===== config.mk =====
export PLATFORM = sky130hd
export DESIGN_NAME = aes_state_reg
export DESIGN_NICKNAME = d
export VERILOG_FILES = /design/src/aes_pkg.sv /design/src/aes_state_reg.sv
export VERILOG_INCLUDE_DIRS = /design/src
export SDC_FILE = /design/constraint.sdc
export NUM_CORES = 1
export LEC_CHECK = 0
export BUFFER_PORTS_ARGS = -buffer_cell sky130_fd_sc_hd__buf_2
export CAP_MARGIN = 25
export CELL_PAD_IN_SITES_DETAIL_PLACEMENT = 0
export CELL_PAD_IN_SITES_GLOBAL_PLACEMENT = 1
export CORE_AREA = 2 2 204 206
export CTS_CLUSTER_SIZE = 24
export DETAILED_ROUTE_END_ITERATION = 6
export DIE_AREA = 0 0 206 208
export PLACE_DENSITY_LB_ADDON = 0.1
export RECOVER_POWER = 25
export SLEW_MARGIN = 20
export SYNTH_ARGS = -nofsm -noshare
export SYNTH_HDL_FRONTEND = slang
export SYNTH_SLANG_ARGS = --single-unit

===== constraint.sdc =====
create_clock -name clk -period 0.8 [get_ports clk]
set_clock_uncertainty 0.15 [all_clocks]
set_input_delay 0.08 -clock clk [delete_from_list [all_inputs] [get_ports clk]]
set_output_delay 0.08 -clock clk [all_outputs]
set_load 0.01 [all_outputs]

===== src/aes_cfg.svh =====
`ifndef AES_CFG_SVH
`define AES_CFG_SVH

// aes-256 round schedule
`define AES_NUM_ROUNDS 14                       // full rounds after whitening
`define AES_LAST_ROUND (`AES_NUM_ROUNDS - 1)    // index 13, no mixcolumns

// round index register
`define AES_ROUND_W 4

`endif

===== src/aes_pkg.sv =====
`include "aes_cfg.svh"

package aes_pkg;

    // 16 bytes, byte 15 is fips byte 0
    typedef logic [15:0][7:0] aes_block_t;

    // one column, top byte is row 0
    typedef logic [31:0] aes_word_t;

    // eight words, word 7 is w[0]
    typedef aes_word_t [7:0] aes_key_t;

    typedef logic [`AES_ROUND_W-1:0] aes_round_t;

    // round sequencing strobes
    typedef struct packed {
        logic load;     // take plaintext and key
        logic step;     // advance one round
        logic last;     // current round skips mixcolumns
    } aes_ctrl_t;

    // round constant for expansion step idx (1 based)
    function automatic logic [7:0] aes_rcon(input logic [3:0] idx);
        case (idx)
            4'd1:    return 8'h01;
            4'd2:    return 8'h02;
            4'd3:    return 8'h04;
            4'd4:    return 8'h08;
            4'd5:    return 8'h10;
            4'd6:    return 8'h20;
            4'd7:    return 8'h40;
            4'd8:    return 8'h80;
            4'd9:    return 8'h1b;
            4'd10:   return 8'h36;
            default: return 8'h00;
        endcase
    endfunction

endpackage


===== src/aes_state_reg.sv =====
module aes_state_reg (
    input  logic                clk,
    input  logic                resetn,
    input  aes_pkg::aes_ctrl_t  ctrl,
    input  aes_pkg::aes_block_t init_block,
    input  aes_pkg::aes_block_t inp_mix,
    input  aes_pkg::aes_block_t inp_shf,
    output aes_pkg::aes_block_t state
);

    // round state, also the ciphertext once the run ends
    always_ff @(posedge clk or negedge resetn)
    begin
        if (!resetn)
        begin
            state <= '0;
        end
        else if (ctrl.load)
        begin
            state <= init_block;    // plaintext after whitening
        end
        else if (ctrl.step)
        begin
            // round 13 drops mixcolumns
            if (ctrl.last)
                state <= inp_shf;
            else
                state <= inp_mix;
        end
        // otherwise hold, result stays put after done
    end

endmodule


==> flow_summary_export.csv <==
group,metric,value,unit
outcome,status,"complete, but fails checks",
outcome,violations,"hold timing, setup timing",
synthesis,syn_nets,1087,
final_layout,area_growth_syn_to_layout,95.4,%
timing,max_freq,0.815,GHz
synthesis,yosysWarnings,0,
synthesis,syn_inst,698,
cts,cts.sinks,128,
placement,port_buffers,516,
setup_path,cp-startpoint,"state[18]",
cts,root_buffer,"clkbuf_16",
route,vias,8065,
synthesis,synth_top_area_share,42.2,%
setup_path,critPathRequiredTime,0.57,ns
timing,relSlewSlack,67.0,%
final_layout,finalInstanceArea,0.0148,mm²
pwr,p_int,16.1,mW
cts,clkLatencyLatePin,0.43,ns
cts,hold_buffers,131,
global_route,busiest_layer,"met2",
global_route,use_met2,27.1,%
route,wirelength,36.2,mm
synthesis,yosys-top-cells-count,"128 x dfrtp_1, 128 x inv_1, 128 x mux2i_1, 128 x nand2_1, 100 x o221ai_2",
pwr,switching_share,29.5,%
pwr,p_per_area,1540,mW/mm²
final_layout,largest_register_ffs,128,
timing,setup_tns,-54.43,ns
floorplanning,initial_core_util,18.7,%
setup_path,startpoint_type,"flip-flop",
setup_path,path_delay_family,"flip-flops",
cts,clock_path_buffers,2,
worst_hold_path,min_path_type,"input pin to flip-flop",
pwr,pwr-share-comb,31.3,%
floorplanning,core_area,0.0406,mm²
final_layout,regMostFlops,"state",
timing,setup_viol,236,
placement,gp_congestion,0.754,
timing,fin_ws,-0.426,ns
setup_path,reg2reg_from,"state[18]",
global_route,grtUsageTotal,15.7,%
timing,hold_ws,-0.183,ns
cts,h-tree-depth,4,
synthesis,synth-main-ff-cell,"dfrtp_1",
global_route,grt_overflow,0,
synthesis,ys_ff_latch,128,
floorplanning,rows,74,
synthesis,synth-edff-count,0,
setup_path,worst_path_max_delay_cell,"dfrtp_1",
placement,post-dp-hpwl,27.0,mm
synthesis,avgSynthCellArea,10.9,µm²
route,via_per_inst,4.07,
global_route,antenna_found_initial,1,
floorplanning,die_h,208,µm
floorplanning,ioPinCount,517,
floorplanning,dieArea,0.0428,mm²
setup_path,timing.rr.end,"state[18]",
synthesis,synthArstFlopShare,100,%
synthesis,netlist_top_cells_area,"dfrtp_1 42%, o221ai_2 20%, mux2i_1 17%, inv_1 6.3%, nand2_1 6.3%",
timing,slew_viol_final,0,
timing,hold_viol_final,126,
final_layout,reg_top3,"state (128)",
route,wl_per_cell,18.2,µm
setup_path,cp_max_fo,2,
synthesis,seq_area_frac_synth,42.2,%
setup_path,endpoint_kind,"primary output",
placement,place_area,0.0114,mm²
timing,min_period,1.23,ns
setup_path,crit_type,"flip-flop to primary output",
route,drc,0,
global_route,grt_max_degree,57,
setup_path,rrSetupSlack,-0.16,ns
setup_path,max_stage_delay,0.42,ns
final_layout,layout.nets,1827,
job,maxCapViolations,0,
setup_path,worst-path-buf-inv,1,
pwr,switching_power,6.73,mW
global_route,grt_first_pass_wirelength,50.6,mm
timing,worst_pin_slew,0.496,ns
final_layout,fillers,4215,
route,ant_nets,0,
pwr,p_leak,7.33,nW
pwr,pwr-share-clk,35.2,%
final_layout,fin_util,36.6,%
setup_path,reg2regPathDepth,3,
cts,tritoncts,"done",
global_route,grt_pass1_vias,8576,
route,drt-initial-drc-count,252,
setup_path,critPathCapture,"state[18]",
synthesis,yosysTopAreaCell,"dfrtp_1",
global_route,use_met3,5.01,%
cts,cts_inserted_buffers,17,
timing,finalCritPeriodShare,153,%
synthesis,ys_types,12,
floorplanning,die_width,206,µm
pwr,seqPwrFrac,33.5,%
setup_path,cp.arrival,1.00,ns
synthesis,netlist_area,0.00759,mm²
cts,clk_pin_slew,0.06,ns
setup_path,crit_chain,"buf_6",
global_route,grt_util_met1,18.4,%
timing,rsz0062_at_grt,"true",
final_layout,drive_gt1_share,61.8,%
route,drt-pass1-iter-count,4,
setup_path,crit_cells,1,
pwr,ir_worst_vdd,1.05,mV
cells by family after synthesis:
group	synth area share, %
buf+inv	11.4
simple gates	6.49
compound gates	23.0
mux	16.9
flops	42.2
stage by stage:
stage / hold slack, ns / cells / total power, mW / setup WS, ns
detailed placement: -0.0549 / 1764 / 13.0 / -0.562
CTS: -0.213 / 1935 / 22.5 / -0.472
global route: -0.198 / 1982 / 24.0 / -0.470
finish: -0.183 / 1982 / 22.8 / -0.426
global placement: -0.0553 / 1764 / 13.0 / -0.562
floorplan: -0.366 / 698 / 10.3 / -0.198
layout by cell type (no fill, tap or decap), drive strengths merged:
master	n
bufinv	2
clkinv	4
or2	4
nand2	128
mux2i	128
buf	635
inv	128
nand2b	1
clkbuf	32
dfrtp	128
o221ai	128
diode	1
dlygate4sd3	131
repair_timing:
action	in CTS	in global routing
pin swaps	122	7
setup endpoints to repair	256	276
setup buffers	10	32
gates resized for setup	165	128
endpoints found under the hold margin	256	126
cloned	0	15
layer usage:
| metal | vias up | wire length, µm |
|---|---|---|
| met5 | - | 0 |
| met1 | 3776 | 15100 |
| met4 | 0 | 601 |
| met3 | 28 | 3010 |
| li1 | 3946 | - |
| met2 | 315 | 17500 |
area by class of cell:
cell class	count	area (µm²)	area share, %
repair buffers	774	5990	40.4
multi-input cells	389	3910	26.3
flip-flops and latches	128	3200	21.6
well taps	532	666	4.49
clock buffers	24	502	3.38
inverters	128	485	3.27
clock inverters	6	80.1	0.540
diodes	1	2.50	0.0169
power by group through the flow:
stage / Clock [mW] / Combinational, mW / Sequential (mW)
final: 8.02 / 7.14 / 7.63
after CTS: 8.31 / 6.60 / 7.57
after detailed placement: 0 / 5.41 / 7.58
after global placement: 0 / 5.42 / 7.56
after global routing: 8.55 / 7.75 / 7.71
after floorplan: 0 / 2.38 / 7.89
worst min path at each step:
stage | from | to | slack [ns] | cells past startpoint
floorplan | resetn | state[0] | -0.37 | 0
global placement | resetn | state[69] | -0.06 | 2
detailed placement | resetn | state[57] | -0.05 | 2
CTS | inp_mix[44] | state[44] | -0.21 | 3
global route | inp_mix[65] | state[65] | -0.20 | 3
finish | inp_mix[44] | state[44] | -0.18 | 3
(Power assumes the default switching activity.)
