==> src/aes_cfg.svh <==
`ifndef AES_CFG_SVH
`define AES_CFG_SVH

// aes-256 round schedule
`define AES_NUM_ROUNDS 14                       // full rounds after whitening
`define AES_LAST_ROUND (`AES_NUM_ROUNDS - 1)    // index 13, no mixcolumns

// round index register
`define AES_ROUND_W 4

`endif
==> src/aes_pkg.sv <==
`include "aes_cfg.svh"

package aes_pkg;

    // 16 bytes, byte 15 is fips byte 0
    typedef logic [15:0][7:0] aes_block_t;

    // one column, top byte is row 0
    typedef logic [31:0] aes_word_t;

    // eight words, word 7 is w[0]
    typedef aes_word_t [7:0] aes_key_t;

    typedef logic [`AES_ROUND_W-1:0] aes_round_t;

    // round sequencing strobes
    typedef struct packed {
        logic load;     // take plaintext and key
        logic step;     // advance one round
        logic last;     // current round skips mixcolumns
    } aes_ctrl_t;

    // round constant for expansion step idx (1 based)
    function automatic logic [7:0] aes_rcon(input logic [3:0] idx);
        case (idx)
            4'd1:    return 8'h01;
            4'd2:    return 8'h02;
            4'd3:    return 8'h04;
            4'd4:    return 8'h08;
            4'd5:    return 8'h10;
            4'd6:    return 8'h20;
            4'd7:    return 8'h40;
            4'd8:    return 8'h80;
            4'd9:    return 8'h1b;
            4'd10:   return 8'h36;
            default: return 8'h00;
        endcase
    endfunction

endpackage

==> src/aes_round_ctr.sv <==
`include "aes_cfg.svh"

module aes_round_ctr (
    input  logic               clk,
    input  logic               resetn,
    input  aes_pkg::aes_ctrl_t ctrl,
    output aes_pkg::aes_round_t round,
    output logic               last
);

    import aes_pkg::*;

    always_ff @(posedge clk or negedge resetn)
    begin
        if (!resetn)
            round <= '0;
        else if (ctrl.load)
            round <= '0;                // first step is round 0
        else if (ctrl.step)
            round <= round + 1'b1;      // runs to 14 after the final step, harmless
    end

    // mixcolumns skipped here
    assign last = (round == aes_round_t'(`AES_LAST_ROUND));

endmodule

==> config.mk <==
export PLATFORM = sky130hd
export DESIGN_NAME = aes_round_ctr
export DESIGN_NICKNAME = d
export VERILOG_FILES = /design/src/aes_pkg.sv /design/src/aes_round_ctr.sv
export VERILOG_INCLUDE_DIRS = /design/src
export SDC_FILE = /design/constraint.sdc
export NUM_CORES = 1
export LEC_CHECK = 0
export BUFFER_PORTS_ARGS = -buffer_cell sky130_fd_sc_hd__buf_2
export CAP_MARGIN = 25
export CELL_PAD_IN_SITES_DETAIL_PLACEMENT = 0
export CELL_PAD_IN_SITES_GLOBAL_PLACEMENT = 1
export CORE_AREA = 8 8 45 47
export DETAILED_ROUTE_END_ITERATION = 10
export DIE_AREA = 0 0 53 55
export PLACE_DENSITY = 0.41
export SYNTH_ARGS = -nofsm -noshare
export SYNTH_HDL_FRONTEND = slang
export SYNTH_SLANG_ARGS = --single-unit
==> constraint.sdc <==
create_clock -name clk -period 1.9 [get_ports clk]
set_clock_uncertainty 0.15 [all_clocks]
set_input_delay 0.57 -clock clk [delete_from_list [all_inputs] [get_ports clk]]
set_output_delay 0.57 -clock clk [all_outputs]
set_load 0.02 [all_outputs]
==> impl_table.tex <==
\begin{tabular}{lr}
\hline
Metric & Value \\
\hline
\multicolumn{2}{l}{\textbf{Global routing}} \\
\quad Tot GR Track Use & 0.04819 \\
\quad Wire length of the first global-routing pass & 924 µm \\
\quad Number of global-route vias before repair & 228 \\
\quad Initial antenna violation count & 0 \\
\quad Total overflow reported by the global router & 0 \\
\quad Pin count of the biggest net entering global routing & 7 \\
\multicolumn{2}{l}{\textbf{Final layout}} \\
\quad Count of nets after finishing & 43 \\
\quad Leading cell types in the layout, fill and taps excluded & buf\_2 (7), dfrtp\_1 (4), clkbuf\_4 (3), buf\_4 (3) \\
\quad Leading cell type in the layout, fill and taps excluded & buf\_2 \\
\quad Filler cell count & 146 \\
\quad Registers with the most flip-flops & round x4 \\
\quad Layout overhead on the synthesized area & 51.14\% \\
\quad Storage element area & 100.1 µm² \\
\quad Final design utilization & 0.2405 \\
\quad Number of standard cells in the layout, taps in and fillers out & 50 \\
\quad Biggest register & round \\
\quad Final standard cell area without fillers & 332.8 µm² \\
\quad Area taken by multi-input logic gates & 118.9 µm² \\
\quad Fraction of final layout cells with drive strength greater than 1 & 0.4706 \\
\quad Final antenna diode count & 0 \\
\quad Number of flip-flops under the largest register name & 4 \\
\multicolumn{2}{l}{\textbf{Placement}} \\
\quad Number of cells after detailed placement & 45 \\
\quad Standard cell area after detailed placement & 287.8 µm² \\
\quad Final weighted congestion of routability-driven global placement & 0.7119 \\
\quad Worst slack, placed & 0.2178 ns \\
\quad Number of buffers added on ports & 8 \\
\multicolumn{2}{l}{\textbf{Worst setup path}} \\
\quad Cell count of the worst reg-to-reg path & 4 \\
\quad Crit path kind & reg2out \\
\quad Delay-heaviest family, CP & flip-flops \\
\quad Number of buffers and inverters on the critical path & 1 \\
\quad Slowest Stage Delay on Critical Path & 0.37 ns \\
\quad Reg2reg end & round[2]\$\_DFFE\_PN0P\_ \\
\quad Source of the worst register-to-register timing path & round[0]\$\_DFFE\_PN0P\_ \\
\quad Required @ worst endpoint & 1.18 ns \\
\quad Worst-case register-to-register setup slack & 0.62 ns \\
\quad Crit start category & register \\
\quad CP cell instances & ha\_2 > and3\_1 > buf\_4 \\
\quad CP max stage cell & dfrtp\_1 \\
\quad Type of element capturing the critical path & primary output \\
\quad Signal arrival time at the worst endpoint & 1.10 ns \\
\quad Worst-path fanout max & 2 \\
\multicolumn{2}{l}{\textbf{Logic synthesis}} \\
\quad Yosys Warn Count & 0 \\
\quad Synth area leaders & dfrtp\_1 (45\%), ha\_1 (11\%), mux2\_4 (6.8\%) \\
\quad Sequential share of the synthesized area & 0.4545 \\
\quad Synthesized instance count & 20 \\
\quad Share of Yosys cell area claimed by the top area cell type & 0.4545 \\
\quad Average cell area after synthesis & 11.01 µm² \\
\quad Synth Net Count & 27 \\
\quad Mapped cell area & 220.2 µm² \\
\quad Unique masters post-synth & 14 \\
\quad Leading area contributor after synthesis & dfrtp\_1 \\
\quad FF+latch count, synth & 4 \\
\multicolumn{2}{l}{\textbf{Detailed routing}} \\
\quad DR vias & 187 \\
\quad Post-route DRC & 0 \\
\quad Total wire length after detailed routing & 524 µm \\
\quad Final routed wire length divided by cell count & 10.48 µm \\
\quad Vias per cell & 3.740 \\
\quad Number of nets with antenna violations after routing & 0 \\
\quad First-iteration detailed-routing DRC count & 2 \\
\quad Detailed Routing Iterations Pass 1 & 2 \\
\multicolumn{2}{l}{\textbf{Clock network}} \\
\quad Later-pin clock latency in the skew report & 0.23 ns \\
\quad Maximum count of clock buffers along a single path & 2 \\
\quad Num Clock Sinks & 4 \\
\quad Number of buffers created by CTS & 3 \\
\quad Level count of the clock H-tree & 1 \\
\quad Clock-pin slew on the worst setup and hold paths & 0.04 ns \\
\quad Clk Tree Root Cell & clkbuf\_4 \\
\quad TritonCTS clock tree & yes \\
\multicolumn{2}{l}{\textbf{STA}} \\
\quad Portion of the clock cycle consumed by the worst path in the final layout & 0.9556 \\
\quad Min Tclk post-route & 1.816 ns \\
\quad Final critical-path setup slack & 0.08442 ns \\
\quad Pins over their slew limit & 0 \\
\quad Number of hold-slack violations in the final timing report & 0 \\
\quad Transition at the pin with the smallest max-transition slack & 0.1496 ns \\
\quad Setup total negative slack & 0 ns \\
\quad Worst hold slack & 0.4057 ns \\
\quad Total of endpoints with negative setup slack in the final report & 0 \\
\quad Highest clock frequency the design can meet & 550.8 MHz \\
\quad Worst slew margin relative to its limit & 0.9003 \\
\quad Unrepaired setup endpoints after global routing & false \\
\multicolumn{2}{l}{\textbf{Power and ir drop}} \\
\quad Leakage power figure & 0.1731 nW \\
\quad Power per cell area & 712.1 nW/µm² \\
\quad Total power consumption of the routed design & 0.2370 mW \\
\quad VDD IR-drop max & 0.0002454 V \\
\multicolumn{2}{l}{\textbf{Flow run}} \\
\quad Max-cap check violation count & 0 \\
\multicolumn{2}{l}{\textbf{Floorplan}} \\
\quad Initial core utilization & 0.1591 \\
\quad Area enclosed by the die boundary & 2915 µm² \\
\quad Die outline height & 55 µm \\
\quad I/O pin count & 10 \\
\quad Core area & 1384 µm² \\
\quad Die Wd & 53 µm \\
\quad Standard-cell row count & 14 \\
\multicolumn{2}{l}{\textbf{Run status}} \\
\quad Status & finished, final reports clean \\
\multicolumn{2}{l}{\textbf{Min path}} \\
\quad Path type of the worst min-delay path & in2reg \\
\quad Hold path cells & 2 \\
\quad Launch point of the worst hold path & ctrl[2] \\
\quad Min-Delay Endpoint & round[2]\$\_DFFE\_PN0P\_ \\
\hline
\end{tabular}
==> timing repair <==
item,CTS,global route
buffers inserted,1,0
gates resized for setup,0,2
hold buffers,1,0
hold endpoints to repair,4,0
setup endpoints to repair,1,1
==> cells by family (layout without fill, tap and decap cells) <==
kind of cell / count (synthesis) / in the layout / synth area share
and+or+nand+nor: 8 / 8 / 0.2160
DFF: 4 / 4 / 0.4546
AOI/OAI and AO/OA: 3 / 3 / 0.09091
adders and majority gates: 2 / 2 / 0.1136
xor gates and xnor gates: 1 / 1 / 0.03978
muxes: 1 / 1 / 0.06816
buffers and inverters: 1 / 15 / 0.01703
==> routing by layer <==
layer  share of wire  track usage
met2            0.39      0.06641
met3            0.12      0.04278
met5               0            0
met4               0      0.02586
met1            0.48      0.04893
==> how the worst max path moves through the flow <==
stage / start / to / slack (ns) / depth (start not counted)
floorplan: round[1]$_DFFE_PN0P_ / last / 0.23 / 3
global placement: round[1]$_DFFE_PN0P_ / last / 0.24 / 4
detailed placement: round[1]$_DFFE_PN0P_ / last / 0.22 / 4
CTS: round[0]$_DFFE_PN0P_ / last / 0.05 / 3
global route: round[1]$_DFFE_PN0P_ / last / 0.01 / 4
finish: round[0]$_DFFE_PN0P_ / last / 0.08 / 3
==> synth_stat cells (all sizes together) <==
cell,n
dfrtp,4
a21oi,2
ha,2
nor2,2
a21bo,1
and3,1
inv,1
mux2,1
nand2b,1
nand3b,1
nand4,1
nor2b,1
or2b,1
xnor2,1
==> area by class of cell <==
class	instances	area share
Multi-Input combinational cell	15	0.3571
Sequential cell	4	0.3008
Timing Repair Buffer	11	0.2030
Clock buffer	3	0.06767
Tap cell	16	0.06015
Inverter	1	0.01128
==> report_power, final <==
group / total (mW) / internal, mW / switching, mW
Sequential: 0.0923 / 0.0898 / 0.00250
Combinational: 0.0405 / 0.0189 / 0.0216
Clock: 0.104 / 0.0706 / 0.0336
Note: power is estimated with default switching activity, not from simulation.
