--- config.mk ---
export PLATFORM = sky130hd
export DESIGN_NAME = aes_ctrl_fsm
export DESIGN_NICKNAME = d
export VERILOG_FILES = /design/src/aes_pkg.sv /design/src/aes_ctrl_fsm.sv
export VERILOG_INCLUDE_DIRS = /design/src
export SDC_FILE = /design/constraint.sdc
export NUM_CORES = 1
export LEC_CHECK = 0
export ABC_CLOCK_PERIOD_IN_PS = 1000
export BUFFER_PORTS_ARGS = -buffer_cell sky130_fd_sc_hd__buf_2
export CELL_PAD_IN_SITES_DETAIL_PLACEMENT = 1
export CELL_PAD_IN_SITES_GLOBAL_PLACEMENT = 1
export CORE_AREA = 2 2 39 41
export CTS_BUF_LIST = sky130_fd_sc_hd__clkbuf_8
export DETAILED_ROUTE_END_ITERATION = 7
export DIE_AREA = 0 0 41 43
export PLACE_DENSITY_LB_ADDON = 0.15
export SYNTH_ARGS = -nofsm -noshare
export SYNTH_HDL_FRONTEND = slang
export SYNTH_SLANG_ARGS = --single-unit
--- constraint.sdc ---
create_clock -name clk -period 1 [get_ports clk]
set_input_delay 0.2 -clock clk [delete_from_list [all_inputs] [get_ports clk]]
set_output_delay 0.2 -clock clk [all_outputs]
set_load 0.02 [all_outputs]
--- src/aes_cfg.svh ---
`ifndef AES_CFG_SVH
`define AES_CFG_SVH

// aes-256 round schedule
`define AES_NUM_ROUNDS 14                       // full rounds after whitening
`define AES_LAST_ROUND (`AES_NUM_ROUNDS - 1)    // index 13, no mixcolumns

// round index register
`define AES_ROUND_W 4

`endif
--- src/aes_pkg.sv ---
`include "aes_cfg.svh"

package aes_pkg;

    // 16 bytes, byte 15 is fips byte 0
    typedef logic [15:0][7:0] aes_block_t;

    // one column, top byte is row 0
    typedef logic [31:0] aes_word_t;

    // eight words, word 7 is w[0]
    typedef aes_word_t [7:0] aes_key_t;

    typedef logic [`AES_ROUND_W-1:0] aes_round_t;

    // round sequencing strobes
    typedef struct packed {
        logic load;     // take plaintext and key
        logic step;     // advance one round
        logic last;     // current round skips mixcolumns
    } aes_ctrl_t;

    // round constant for expansion step idx (1 based)
    function automatic logic [7:0] aes_rcon(input logic [3:0] idx);
        case (idx)
            4'd1:    return 8'h01;
            4'd2:    return 8'h02;
            4'd3:    return 8'h04;
            4'd4:    return 8'h08;
            4'd5:    return 8'h10;
            4'd6:    return 8'h20;
            4'd7:    return 8'h40;
            4'd8:    return 8'h80;
            4'd9:    return 8'h1b;
            4'd10:   return 8'h36;
            default: return 8'h00;
        endcase
    endfunction

endpackage

--- src/aes_ctrl_fsm.sv ---
module aes_ctrl_fsm (
    input  logic               clk,
    input  logic               resetn,
    input  logic               start,
    input  logic               last,
    output aes_pkg::aes_ctrl_t ctrl,
    output logic               busy,
    output logic               done
);

    typedef enum logic {
        IDLE,
        RUN
    } fsm_state_t;

    fsm_state_t cur_st;
    logic       load_q;     // one cycle after the accepted start
    logic       step_q;     // high for the 14 round cycles

    always_ff @(posedge clk or negedge resetn)
    begin
        if (!resetn)
        begin
            cur_st <= IDLE;
            load_q <= 1'b0;
            step_q <= 1'b0;
            done   <= 1'b0;
        end
        else
        begin
            load_q <= 1'b0;
            done   <= 1'b0;
            case (cur_st)
                IDLE:
                begin
                    if (start)
                    begin
                        cur_st <= RUN;
                        load_q <= 1'b1;
                    end
                end
                default:
                begin
                    // start ignored here
                    if (step_q && last)
                    begin
                        step_q <= 1'b0;
                        done   <= 1'b1;
                        cur_st <= IDLE;
                    end
                    else
                    begin
                        step_q <= 1'b1;     // rounds follow the load cycle
                    end
                end
            endcase
        end
    end

    assign busy = (cur_st == RUN);
    // last comes from the counter, merged in the top
    assign ctrl = '{load: load_q, step: step_q, last: 1'b0};

endmodule

==> results of run 1 <==
## flip-flops by register name, summed over array words and instances, names as in the netlist
| name | count |
|---|---|
| busy | 1 |
| done | 1 |
| load_q | 1 |
| step_q | 1 |
## routing by layer
metal	up-vias	part of all wire, %
li1	54	-
met1	51	32
met2	6	56
met3	2	7.1
met4	0	3.9
met5	-	0
## cells in the mapped netlist
| cell type | number | area share, % |
|---|---|---|
| dfrtp_1 | 4 | 62 |
| nor2_1 | 4 | 9.3 |
| buf_4 | 3 | 14 |
| and2b_2 | 1 | 5.4 |
| and3_4 | 1 | 7.0 |
| conb_1 | 1 | 2.3 |
## report_power, final
part	internal, mW	leakage, nW	switching (mW)
combinational	0.109	0.0547	0.131
clock	0.256	0.0216	0.0751
sequential	0.222	0.0477	0.0444
total	0.587	0.124	0.251
## logic make-up after synthesis
kind of cell	after synthesis	share of synthesized area (%)
DFF	4	62.02
and+or+nand+nor	6	21.70
buffers and inverters	3	13.95
other	1	2.323
## layout make-up
class | instances | area (um2)
Multi-Input combinational cell | 7 | 38.79
Clock buffer | 3 | 41.29
Fill cell | 163 | 1132
Timing Repair Buffer | 8 | 51.30
Tap cell | 16 | 20.02
Sequential cell | 4 | 100.1
## path summary, 6_finish.rpt
kind                          end  startpoint  slack (ns)  cells past startpoint
setup / recovery             busy        busy        0.02                      1
hold / removal               busy       start        0.22                      3
setup reg to reg             busy        busy        0.22                      2
hold reg to reg            step_q      step_q        0.52                      2
max in group asynchronous    busy      resetn        0.56                      2
min in group asynchronous    done      resetn        0.32                      2
## metrics by stage
stage	hold WS (ns)	cell area [um2]	utilization (%)
after floorplan	-0.09559	161.4	-
after global placement	0.01316	193.9	14.01
after detailed placement	0.01355	193.9	14.01
after global routing	0.2387	251.5	18.17
after CTS	0.2228	245.2	17.72
final	0.2222	251.5	18.17
## repair_timing
action / in CTS / in global routing
setup endpoints to repair: 0 / 1
setup buffers: 0 / 0
hold buffers: 1 / 0
hold endpoints to repair: 4 / 0
resized for setup: 0 / 2
==> results.json, run 1 <==
{
  "syn_to_final_growth_pct": 55.81,
  "use_met2_pct": 5.938,
  "hold_violations": 0,
  "finClkSkew_ns": 0.001187,
  "layout_common_cells": "buf_2 (6), nor2_1 (4), dfrtp_1 (4), clkbuf_8 (3)",
  "hold_path.class": "primary input to flop",
  "nNetsFinal": 28,
  "cts_tree": "done",
  "dp.cells": 34,
  "die-area_mm2": 0.001763,
  "numPortBuffers": 7,
  "drc": 0,
  "yosysUniqueCellTypes": 6,
  "critPathLaunchType": "flop",
  "antenna_found_initial": 0,
  "cp_max_fo": 5,
  "gr-usage-met1_pct": 3.526,
  "ys_warn_count": 0,
  "critical-path-top-delay-family": "flip-flops",
  "cts_root_buf": "clkbuf_8",
  "final_common_cell": "buf_2",
  "grt_pass1_wl_um": 469,
  "cp_cell_sequence": "buf_6",
  "totalPowerFinal_mw": 0.8375,
  "maxCapViolations": 0,
  "place_worst_setup_slack_ns": 0.2371,
  "end_kind": "output pin",
  "grt-ovfl-total": 0,
  "cts_sinks": 4,
  "ir_worst_vdd_mv": 0.4211,
  "grt_max_degree": 6,
  "n_antenna_cell": 0,
  "die_x_um": 41,
  "layout_setup_ws_ns": 0.02177,
  "final_max_slew_viol_count": 0,
  "grt_pass1_vias": 128,
  "power_density_mw_per_mm2": 3330,
  "path_buf_inv": 1,
  "die_h_um": 43,
  "seq_area_frac_synth_pct": 62.02,
  "place.gp.congestion": 0.5776,
  "syn_avg_cell_area_um2": 11.53,
  "drt_iter0_drc": 0,
  "clock.fmax_mhz": 1022,
  "synth_nets": 18,
  "gr-usage-met3_pct": 1.571,
  "cts_buffers": 3,
  "worstSetupPathType": "flop to output pin",
  "crit_arrival_ns": 0.78,
  "leakagePower_nw": 0.1240,
  "clock_path_buffers": 2,
  "top_usage_layer": "met4",
  "vias_per_cell": 2.974,
  "netlist_instances": 14,
  "first_pass_iters": 1,
  "core_mm2": 0.001384,
  "rows": 14,
  "status": "finished clean",
  "synth_area_um2": 161.4,
  "setup_viol": 0,
  "slowest_delay_ns": 0.41,
  "fin_crit_sh_pct": 97.82,
  "cp_data_required_time_ns": 0.80,
  "wl_um": 308,
  "setup_tns_ns": 0,
  "via_count": 113,
  "grt_usage_pct": 4.814,
  "ys_ff_latch": 4,
  "final_cells": 38,
  "crit_slowest_cell": "dfrtp_1",
  "clk_pin_slew_ns": 0.03,
  "start_util_pct": 11.66,
  "final_antenna_net_count": 0,
  "rsz0062_at_grt": "yes",
  "wl_per_cell_um": 8.105,
  "clk-insertion-delay-late_ns": 0.21,
  "drive_gt1_share_pct": 54.55,
  "num_io_pins": 9,
  "finalCriticalPeriod_ns": 0.9782,
  "ctsHtreeMaxLevel": 1
}
No activity file was read; power rests on OpenSTA's default activity.
==> inputs of run 2 (changes only) <==
==> constraint.sdc (replaced) <==
create_clock -name clk -period 1 [get_ports clk]
set_input_delay 0.1 -clock clk [delete_from_list [all_inputs] [get_ports clk]]
set_output_delay 0.1 -clock clk [all_outputs]
set_load 0.02 [all_outputs]
==> run 2 against run 1 <==
Compared with the run above: combinational power fell by 10%; flip-flop and latch count did not move; final area fell by 2.5%; largest cell class unchanged; largest power group unchanged; routed wire length fell by 9.7%.
==> results.json, run 2 (synthesized netlist as in run 1, its figures left out) <==
{
  "die_x_um": 41,
  "layout_common_cells": "buf_2 (7), nor2_1 (4), dfrtp_1 (4), clkbuf_8 (3)",
  "final_common_cell": "buf_2",
  "wl_um": 278,
  "drive_gt1_share_pct": 54.55,
  "path_buf_inv": 1,
  "finalCriticalPeriod_ns": 0.8955,
  "start_util_pct": 11.66,
  "cts_sinks": 4,
  "critical-path-top-delay-family": "flip-flops",
  "cts_root_buf": "clkbuf_8",
  "nFillCells": 166,
  "setup_viol": 0,
  "n_antenna_cell": 0,
  "maxCapViolations": 0,
  "num_io_pins": 9,
  "cp_cell_sequence": "buf_2",
  "setup_tns_ns": 0,
  "place.gp.congestion": 0.6032,
  "grt_pass1_wl_um": 483,
  "vias_per_cell": 2.842,
  "rows": 14,
  "nNetsFinal": 28,
  "clk-insertion-delay-late_ns": 0.21,
  "status": "finished clean",
  "post-cts-setup-buffers": 0,
  "power_density_mw_per_mm2": 3308,
  "whs_ns": 0.1284,
  "leakagePower_nw": 0.1214,
  "clock_path_buffers": 2,
  "hold_violations": 0,
  "hold_path.class": "primary input to flop",
  "drc": 0,
  "first_pass_iters": 4,
  "clk_pin_slew_ns": 0.03,
  "grt_pass1_vias": 127,
  "die-area_mm2": 0.001763,
  "rsz0062_at_grt": "no",
  "clock.fmax_mhz": 1117,
  "syn_to_final_growth_pct": 51.94,
  "finClkSkew_ns": 0.0009058,
  "grt-ovfl-total": 0,
  "critPathLaunchType": "flop",
  "slowest_delay_ns": 0.41,
  "die_h_um": 43,
  "cts_buffers": 3,
  "final_max_slew_viol_count": 0,
  "crit_arrival_ns": 0.80,
  "core_mm2": 0.001384,
  "wl_per_cell_um": 7.316,
  "fin_crit_sh_pct": 89.55,
  "crit_slowest_cell": "dfrtp_1",
  "cts_tree": "done",
  "numPortBuffers": 7,
  "drt_iter0_drc": 1,
  "end_kind": "output pin",
  "ctsHtreeMaxLevel": 1,
  "cp_data_required_time_ns": 0.90,
  "grt_max_degree": 6,
  "final_antenna_net_count": 0,
  "grt_usage_pct": 5.030,
  "antenna_found_initial": 0,
  "ir_worst_vdd_mv": 0.5353,
  "via_count": 108,
  "worstSetupPathType": "flop to output pin",
  "cp_max_fo": 5
}
[run 2: cell types whose count changed in the layout (fill, tap and decap cells not counted)]
cell / delta
buf_2: +1
buf_6: -1
[run 2: worst paths after layout]
| path | startpoint | endpoint | depth (start not counted) | slack [ns] |
|---|---|---|---|---|
| hold / removal | start | busy | 3 | 0.13 |
| max in group asynchronous | resetn | load_q | 2 | 0.66 |
| min in group asynchronous | resetn | done | 2 | 0.22 |
| setup / recovery | busy | busy | 1 | 0.10 |
| hold reg to reg | step_q | step_q | 2 | 0.52 |
| setup reg to reg | busy | busy | 2 | 0.24 |
[run 2: metrics by stage]
stage / setup slack, ns / cell area [um2] / power [mW] / utilization [%] / cells
6_report: 0.1045 / 245.2 / 0.8112 / 17.72 / 38
5_1_grt: 0.04974 / 245.2 / 0.8709 / 17.72 / 38
4_1_cts: 0.09141 / 245.2 / 0.8259 / 17.72 / 38
3_5_place_dp: 0.2313 / 193.9 / 0.4839 / 14.01 / 34
3_3_place_gp: 0.2439 / 193.9 / 0.4859 / 14.01 / 34
2_1_floorplan: 0.1438 / 161.4 / 0.4426 / - / 14
[run 2: layout make-up]
class                      count  area (um2)  area share, %
tap                           16       20.02          8.163
multi-input combinational      7       38.79          15.82
sequential                     4       100.1          40.82
clock buffer                   3       41.29          16.84
timing repair buffer           8       45.04          18.37
[run 2: report_power, final]
part | switching, mW | internal (mW) | total (mW)
combinational | 0.129 | 0.0872 | 0.216
clock | 0.0759 | 0.256 | 0.332
sequential | 0.0407 | 0.222 | 0.263
total | 0.246 | 0.565 | 0.811
[run 2: layer usage]
| layer | share of wire [%] | track usage [%] |
|---|---|---|
| met1 | 34 | 3.883 |
| met2 | 59 | 6.250 |
| met3 | 6.1 | 1.571 |
| met4 | 0 | 10.00 |
| met5 | 0 | 0 |
[run 2: repair_timing]
item | CTS | global route
endpoints found under the setup margin | 0 | 0
resized for setup | 0 | 0
endpoints found under the hold margin | 4 | 0
hold buffers | 1 | 0
